**src/source/oadc_pkg.sv**
```systemverilog
`default_nettype none

package oadc_pkg;

   // widths that carry a meaning
   typedef logic [7:0]  reg_addr_t;
   typedef logic [7:0]  reg_byte_t;
   typedef logic [6:0]  reg_bytecnt_t;   // byte index inside a multi-byte register
   typedef logic [31:0] freq_count_t;    // target clock edges per gate window
   typedef logic [7:0]  gain_t;          // PWM increment

   // LED source select
   typedef enum logic [1:0] {
      led_normal = 2'd0,   // heartbeat on armed, change flag on capture
      led_extclk = 2'd1,   // synchronised target clock level on both
      led_off    = 2'd2,
      led_on     = 2'd3    // lamp test
   } led_sel_e;

   // one host bus request, driven every cycle
   typedef struct packed {
      reg_addr_t    address;
      reg_bytecnt_t bytecnt;
      reg_byte_t    data;
      logic         read;
      logic         write;
   } reg_bus_t;

   typedef struct packed {
      logic gate_pulse;    // one cycle per gate window
      logic heartbeat;
      logic flash;
   } timebase_t;

   typedef struct packed {
      freq_count_t frequency;   // edges counted in the last full window
      logic        change;      // sticky
      logic        clk_level;
   } extclk_stat_t;

   // register map
   localparam reg_addr_t ADDR_LED_SELECT   = 8'h10;
   localparam reg_addr_t ADDR_GAIN         = 8'h11;
   localparam reg_addr_t ADDR_EXTCLK_LIMIT = 8'h12;
   localparam reg_addr_t ADDR_EXTCLK_FREQ  = 8'h13;   // read only
   localparam reg_addr_t ADDR_STATUS       = 8'h14;   // read only

endpackage

`default_nettype wire
```
**src/source/oadc_top.sv**
```systemverilog
`default_nettype none

module oadc_top #(
   parameter int P_GATE_LOG2 = 23          // gate window is 2**P_GATE_LOG2 cycles
)(
   input  wire                          clk_usb,
   input  wire                          reset,

   // host register bus
   input  wire oadc_pkg::reg_bus_t      reg_bus_i,
   output wire oadc_pkg::reg_byte_t     reg_datao_o,

   input  wire                          extclk_i,   // target clock, async

   output wire                          led_armed_o,
   output wire                          led_capture_o,
   output wire                          amp_gain_o
);

   oadc_pkg::timebase_t    tb;
   oadc_pkg::extclk_stat_t extclk_stat;
   logic                   monitor_disable;
   oadc_pkg::freq_count_t  extclk_limit;

   oadc_timebase #(
      .P_GATE_LOG2 (P_GATE_LOG2)
   ) u_timebase (
      .clk_usb     (clk_usb),
      .reset       (reset),
      .tb_o        (tb)
   );

   extclk_monitor u_extclk_monitor (
      .clk_usb           (clk_usb),
      .reset             (reset),
      .tb_i              (tb),
      .extclk_i          (extclk_i),
      .monitor_disable_i (monitor_disable),
      .limit_i           (extclk_limit),
      .stat_o            (extclk_stat)
   );

   // settings go back to the monitor, results come out to the pins
   oadc_regs u_regs (
      .clk_usb           (clk_usb),
      .reset             (reset),
      .bus_i             (reg_bus_i),
      .reg_datao_o       (reg_datao_o),
      .tb_i              (tb),
      .stat_i            (extclk_stat),
      .monitor_disable_o (monitor_disable),
      .limit_o           (extclk_limit),
      .led_armed_o       (led_armed_o),
      .led_capture_o     (led_capture_o),
      .amp_gain_o        (amp_gain_o)
   );

endmodule

`default_nettype wire

```
**src/source/oadc_regs.sv**
```systemverilog
`default_nettype none

module oadc_regs (
   input  wire                         clk_usb,
   input  wire                         reset,
   input  wire oadc_pkg::reg_bus_t     bus_i,
   output oadc_pkg::reg_byte_t         reg_datao_o,
   input  wire oadc_pkg::timebase_t    tb_i,
   input  wire oadc_pkg::extclk_stat_t stat_i,
   output logic                        monitor_disable_o,
   output oadc_pkg::freq_count_t       limit_o,
   output logic                        led_armed_o,
   output logic                        led_capture_o,
   output logic                        amp_gain_o
);

   oadc_pkg::led_sel_e    led_sel_q;
   logic                  mon_dis_q;
   oadc_pkg::gain_t       gain_q;
   oadc_pkg::freq_count_t limit_q;
   logic [8:0]            pwm_acc;     // bit 8 is the carry out

   // picks one byte of a 32-bit register, zero past byte 3
   function automatic oadc_pkg::reg_byte_t word_byte(input logic [31:0] word,
                                                     input oadc_pkg::reg_bytecnt_t idx);
      oadc_pkg::reg_byte_t b;
      b = '0;
      if (idx < 7'd4)
         b = word[idx[1:0]*8 +: 8];
      return b;
   endfunction

   // host writes
   always_ff @(posedge clk_usb) begin
      if (reset) begin
         led_sel_q <= oadc_pkg::led_normal;
         mon_dis_q <= 1'b1;       // no false change from the first window
         gain_q    <= '0;
         limit_q   <= '0;
      end else if (bus_i.write) begin
         case (bus_i.address)
            oadc_pkg::ADDR_LED_SELECT: begin
               if (bus_i.bytecnt == '0) begin
                  led_sel_q <= oadc_pkg::led_sel_e'(bus_i.data[1:0]);
                  mon_dis_q <= bus_i.data[2];
               end
            end
            oadc_pkg::ADDR_GAIN: begin
               if (bus_i.bytecnt == '0)
                  gain_q <= bus_i.data;
            end
            oadc_pkg::ADDR_EXTCLK_LIMIT: begin
               if (bus_i.bytecnt < 7'd4)
                  limit_q[bus_i.bytecnt[1:0]*8 +: 8] <= bus_i.data;   // LSB first
            end
            default: ;   // read-only and unmapped addresses ignore writes
         endcase
      end
   end

   // readback, combinational
   always_comb begin
      reg_datao_o = '0;
      if (bus_i.read) begin
         case (bus_i.address)
            oadc_pkg::ADDR_LED_SELECT: begin
               if (bus_i.bytecnt == '0)
                  reg_datao_o = {5'b0, mon_dis_q, led_sel_q};
            end
            oadc_pkg::ADDR_GAIN: begin
               if (bus_i.bytecnt == '0)
                  reg_datao_o = gain_q;
            end
            oadc_pkg::ADDR_EXTCLK_LIMIT: reg_datao_o = word_byte(limit_q, bus_i.bytecnt);
            oadc_pkg::ADDR_EXTCLK_FREQ:  reg_datao_o = word_byte(stat_i.frequency, bus_i.bytecnt);
            oadc_pkg::ADDR_STATUS: begin
               if (bus_i.bytecnt == '0)
                  reg_datao_o = {6'b0, mon_dis_q, stat_i.change};
            end
            default: reg_datao_o = '0;
         endcase
      end
   end

   // LED source, a detected change overrides everything
   always_comb begin
      if (stat_i.change) begin
         led_armed_o   = tb_i.flash;
         led_capture_o = tb_i.flash;
      end else begin
         case (led_sel_q)
            oadc_pkg::led_normal: begin
               led_armed_o   = tb_i.heartbeat;
               led_capture_o = stat_i.change;
            end
            oadc_pkg::led_extclk: begin
               led_armed_o   = stat_i.clk_level;
               led_capture_o = stat_i.clk_level;
            end
            oadc_pkg::led_off: begin
               led_armed_o   = 1'b0;
               led_capture_o = 1'b0;
            end
            default: begin   // lamp test
               led_armed_o   = 1'b1;
               led_capture_o = 1'b1;
            end
         endcase
      end
   end

   // first order PWM, the carry fires gain times per 256 cycles
   always_ff @(posedge clk_usb) begin
      if (reset)
         pwm_acc <= '0;
      else
         pwm_acc <= {1'b0, pwm_acc[7:0]} + {1'b0, gain_q};
   end

   assign amp_gain_o        = pwm_acc[8];
   assign monitor_disable_o = mon_dis_q;
   assign limit_o           = limit_q;

endmodule

`default_nettype wire

```
**src/source/extclk_monitor.sv**
```systemverilog
`default_nettype none

module extclk_monitor (
   input  wire                    clk_usb,
   input  wire                    reset,
   input  wire oadc_pkg::timebase_t tb_i,
   input  wire                    extclk_i,
   input  wire                    monitor_disable_i,
   input  wire oadc_pkg::freq_count_t limit_i,
   output oadc_pkg::extclk_stat_t stat_o
);

   logic                  ext_meta;     // first synchroniser stage
   logic                  ext_sync;     // second stage, safe to use
   logic                  ext_prev;     // for edge detection
   logic                  ext_rise;

   oadc_pkg::freq_count_t edge_cnt;     // edges in the running window
   oadc_pkg::freq_count_t freq_q;       // count of the last full window
   oadc_pkg::freq_count_t freq_diff;
   logic                  over_limit;
   logic                  change_q;

   // target clock is asynchronous to clk_usb
   always_ff @(posedge clk_usb) begin
      if (reset) begin
         ext_meta <= 1'b0;
         ext_sync <= 1'b0;
         ext_prev <= 1'b0;
      end else begin
         ext_meta <= extclk_i;
         ext_sync <= ext_meta;
         ext_prev <= ext_sync;
      end
   end

   assign ext_rise = ext_sync & ~ext_prev;

   // distance between the new count and the last latched one
   always_comb begin
      if (freq_q > edge_cnt)
         freq_diff = freq_q - edge_cnt;
      else
         freq_diff = edge_cnt - freq_q;
   end

   assign over_limit = (edge_cnt != '0) && (freq_diff > limit_i);

   // window count and latch
   always_ff @(posedge clk_usb) begin
      if (reset) begin
         edge_cnt <= '0;
         freq_q   <= '0;
      end else if (tb_i.gate_pulse) begin
         freq_q   <= edge_cnt;
         edge_cnt <= oadc_pkg::freq_count_t'(ext_rise);   // edge in this cycle opens the new window
      end else if (ext_rise) begin
         edge_cnt <= edge_cnt + 32'd1;
      end
   end

   // sticky change flag, held clear while the monitor is off
   always_ff @(posedge clk_usb) begin
      if (reset)
         change_q <= 1'b0;
      else if (monitor_disable_i)
         change_q <= 1'b0;
      else if (tb_i.gate_pulse && over_limit)
         change_q <= 1'b1;
   end

   assign stat_o.frequency = freq_q;
   assign stat_o.change    = change_q;
   assign stat_o.clk_level = ext_sync;

endmodule

`default_nettype wire

```
**src/source/oadc_timebase.sv**
```systemverilog
`default_nettype none

module oadc_timebase #(
   parameter int P_GATE_LOG2 = 23
)(
   input  wire                 clk_usb,
   input  wire                 reset,
   output oadc_pkg::timebase_t tb_o
);

   localparam int CNT_W = P_GATE_LOG2 + 3;

   logic [CNT_W-1:0] hb_cnt;         // free-running heartbeat counter
   logic             gate_bit_q;     // gate bit delayed by one cycle
   logic             gate_pulse_q;
   logic             flash_q;

   // the gate window closes each time the low P_GATE_LOG2 bits roll over,
   // which drops bit P_GATE_LOG2-1; the registered copy catches that step
   // so the first pulse lands one window plus one cycle after reset
   always_ff @(posedge clk_usb) begin
      if (reset) begin
         hb_cnt       <= '0;
         gate_bit_q   <= 1'b0;
         gate_pulse_q <= 1'b0;
         flash_q      <= 1'b0;
      end else begin
         hb_cnt       <= hb_cnt + CNT_W'(1);
         gate_bit_q   <= hb_cnt[P_GATE_LOG2-1];
         gate_pulse_q <= gate_bit_q & ~hb_cnt[P_GATE_LOG2-1];
         flash_q      <= hb_cnt[CNT_W-1] & hb_cnt[CNT_W-2];   // short blink per period
      end
   end

   assign tb_o.gate_pulse = gate_pulse_q;
   assign tb_o.heartbeat  = hb_cnt[P_GATE_LOG2+1];   // toggles every two windows
   assign tb_o.flash      = flash_q;

endmodule

`default_nettype wire

```
**config.mk**
```make
export PLATFORM = sky130hd
export DESIGN_NAME = oadc_top
export DESIGN_NICKNAME = d
export VERILOG_FILES = /design/src/source/oadc_pkg.sv /design/src/source/oadc_top.sv /design/src/source/oadc_regs.sv /design/src/source/extclk_monitor.sv /design/src/source/oadc_timebase.sv
export SDC_FILE = /design/constraint.sdc
export NUM_CORES = 1
export LEC_CHECK = 0
export ABC_AREA = 1
export BUFFER_PORTS_ARGS = -buffer_cell sky130_fd_sc_hd__buf_2
export CELL_PAD_IN_SITES_DETAIL_PLACEMENT = 1
export CELL_PAD_IN_SITES_GLOBAL_PLACEMENT = 1
export CORE_ASPECT_RATIO = 1.4
export CORE_MARGIN = 2
export CORE_UTILIZATION = 48
export DETAILED_ROUTE_END_ITERATION = 8
export PLACE_DENSITY = 0.92
export SLEW_MARGIN = 20
export SYNTH_ARGS = -nofsm -noshare
export SYNTH_HDL_FRONTEND = slang
export SYNTH_SLANG_ARGS = --single-unit
```
**constraint.sdc**
```tcl
create_clock -name clk_usb -period 6.35 [get_ports clk_usb]
set_clock_uncertainty 0.1 [all_clocks]
set_input_delay 0.9525 -clock clk_usb [delete_from_list [all_inputs] [get_ports clk_usb]]
set_output_delay 0.9525 -clock clk_usb [all_outputs]
set_load 0.02 [all_outputs]
```
==> results.py <==
metrics = {
    "cells_and_area": {
        "drive_gt1_share_pct": 4.42,
        "multi_input_comb_area_sq_um": 8440,
        "final-instance-count-excl-fill": 2679,
        "n_antenna_cell": 0,
        "final_nets": 2439,
        "regArea_sq_um": 2980,
        "area_growth_pct": 8.55,
        "fill_cells": 4012,
    },
    "worst_setup_path": {
        "arrival_ns": 5.21,
        "cp_max_fo": 30,
        "cpMostUsedCell": "nand2_1",
        "worstPathRequired_ns": 6.59,
        "path_cells": "inv_1, ha_1, inv_1, fa_1, nand3_1, nand3_1, nand2_1, nand2_1, nand2_1, nand2_2, nand2_2, a21boi_4, nand2_1, nand2_1, inv_1, ha_1, nand2_1, nor2_1, nand4_1, nor3_1, nor2b_1, nor2_1, nand2_1, a21oi_1",
        "critPathKind": "reg2reg",
        "crit_path_top_delay_cell": "a21boi_4",
        "cp-end-kind": "flop",
        "cp_slowest_stage_delay_ns": 0.83,
        "cp-start-kind": "flop",
    },
    "global_routing": {
        "grt.met2_usage_pct": 69.3,
        "grt_pass1_wl_um": 86600,
        "grt_pass1_vias": 16200,
        "busiest_layer": "met2",
        "antenna_found_initial": 0,
        "gr-total-overflow": 0,
        "met3_usage_pct": 5.77,
        "use_met1_pct": 41.3,
        "grt_max_degree": 69,
        "grt_use_total_pct": 39.1,
    },
    "synthesis": {
        "synth_ff_type": "dfxtp_1",
        "synth_commonest_cells": "nand2_1, inv_1, nor2_1",
        "async_flop_share_pct": 0,
        "ys_ff_latch": 149,
        "yosysWarningCount": 0,
        "synth_edf_count": 0,
        "yosys-mux-area-fraction_pct": 0,
        "synth_compound_area_share_pct": 13.5,
        "synth_most_common_cell": "nand2_1",
        "netlist_area_sq_um": 13300,
        "ys_types": 48,
        "synth-simple-area-share_pct": 36.2,
        "synth_top_family_by_area": "simple AND/OR/NAND/NOR gates",
        "seq_area_frac_synth_pct": 22.5,
        "synth_top_area_share_pct": 22.5,
        "synthAdderAreaFrac_pct": 10.9,
        "postSynthAreaPerCell_sq_um": 5.80,
        "synth_area_leader_cell": "dfxtp_1",
        "synth_area_leaders": "dfxtp_1, nand2_1, inv_1",
        "synth-xor-area-share_pct": 3.04,
        "syn_nets": 2427,
        "syn_inst": 2285,
    },
    "die": {
        "core_sq_um": 27400,
        "die_area_sq_um": 29000,
        "ios": 39,
        "die_width_um": 144,
        "die_y_um": 201,
        "initial_core_util_pct": 48.4,
        "placementRows": 72,
    },
    "clocking": {
        "clk_pin_slew_ns": 0.07,
        "htreeDepth": 4,
        "numCtsBuffers": 17,
        "postCtsSetupBuffers": 0,
        "cts-root-buf": "clkbuf_16",
        "cts_max_path_buffers": 2,
        "clk_latency_ns": 0.45,
        "hold_buffers": 0,
        "clock_sinks": 149,
        "tritoncts": "built",
        "cts_resized": 0,
    },
    "timing": {
        "maxSlewViolCount": 0,
        "setup_viol": 0,
        "fin_crit_sh_pct": 78.2,
        "worst_pin_slew_ns": 1.08,
        "fmax_mhz": 201,
        "rsz0062_at_grt": "false",
        "period_minus_slack_ns": 4.96,
        "hold_viol": 0,
        "maxSlewHeadroom_pct": 27.8,
        "timing.setup.tns_ns": 0,
    },
    "outcome": {
        "status": "complete, no violations",
    },
    "route": {
        "wl_um": 55900,
        "drc": 0,
        "drt_iter0_markers": 1009,
        "num_vias": 15300,
        "ant_nets": 0,
        "drt-vias-per-instance": 5.72,
        "first_pass_iters": 5,
        "wl_per_cell_um": 20.9,
    },
    "pwr": {
        "p_leak_nw": 7.37,
        "p_per_area_nw_per_um2": 173,
        "peakVddDrop_v": 0.000228,
    },
    "placed_design": {
        "dpl.hpwl_um": 42900,
        "gp_congestion": 0.999,
        "place_inst": 2648,
        "numPortBuffers": 38,
    },
    "flow_run": {
        "drv_cap": 0,
    },
    "min_path": {
        "hold_path_class": "reg2reg",
    },
}
-- final cells by class --
class | instances | area share [%]
tap | 370 | 3.22
clock buffer | 19 | 3.15
clock inverter | 12 | 1.57
multi-input combinational | 1661 | 58.6
sequential | 149 | 20.7
timing repair buffer | 44 | 1.63
inverter | 424 | 11.1
-- routing by layer --
layer / vias up / wire length (um)
met5: - / 0
met4: 0 / 4860
met3: 259 / 3000
met2: 618 / 27800
met1: 7294 / 20200
li1: 7159 / -
-- sequential cells by signal, indices dropped and copies added, names as in the netlist --
name and cells:
u_extclk_monitor.ext_meta 1, u_regs.gain_q 8, u_extclk_monitor.freq_q 32, u_regs.led_sel_q 2, u_timebase.gate_pulse_q 1, u_extclk_monitor.ext_prev 1
u_regs.monitor_disable_o 1, u_regs.pwm_acc 9, u_extclk_monitor.edge_cnt 32, u_extclk_monitor.ext_sync 1, u_timebase.gate_bit_q 1, u_timebase.hb_cnt 26
u_timebase.flash_q 1, u_extclk_monitor.change_q 1, u_regs.limit_o 32
-- cell usage in the layout, fill, tap and decap left out, drive strengths merged, types with 7 or more instances in the layout --
master / instances
nand2: 732
inv: 418
nor2: 210
a21oi: 202
dfxtp: 149
nand3: 130
ha: 111
o21ai: 107
buf: 44
nor3: 42
xor2: 40
nand4: 35
clkbuf: 19
clkinv: 10
a211oi: 7
-- through the flow --
step	power (mW)	setup WS, ns	instance area, sq um	util (%)	hold slack [ns]
final	2.49	1.39	14400	52.6	0.374
after global placement	1.28	1.61	13700	50.1	0.292
after CTS	2.48	1.48	14400	52.6	0.365
after detailed placement	1.30	1.50	13700	50.1	0.316
after floorplan	1.19	2.79	13300	-	0.288
after global routing	2.56	1.05	14400	52.6	0.387
-- worst paths after layout --
check	from	end	slack [ns]	depth (start not counted)
setup reg to reg	u_extclk_monitor.freq_q[0]	u_extclk_monitor.change_q	1.39	24
hold / removal	u_extclk_monitor.ext_meta	u_extclk_monitor.ext_sync	0.37	2
setup / recovery	u_extclk_monitor.freq_q[0]	u_extclk_monitor.change_q	1.39	24
hold reg to reg	u_extclk_monitor.ext_meta	u_extclk_monitor.ext_sync	0.37	2
-- cells by family after synthesis --
kind of cell | Yosys count
xor+xnor | 46
buf+inv | 475
fa+ha+maj | 114
simple gates | 1164
flops | 149
compound gates | 337
-- where the power goes --
group / switching [mW] / internal (mW)
combinational: 0.251 / 0.103
sequential: 0.00414 / 0.937
clock: 0.439 / 0.756
-- worst max-delay path, delay by kind of cell, from the launching register on --
kind / cells / cell delay [ns]
simple gates: 16 / 2.15
compound gates: 2 / 0.89
fa+ha+maj: 3 / 0.87
flops: 1 / 0.47
buf+inv: 3 / 0.35
Note: power is estimated with default switching activity, not from simulation.
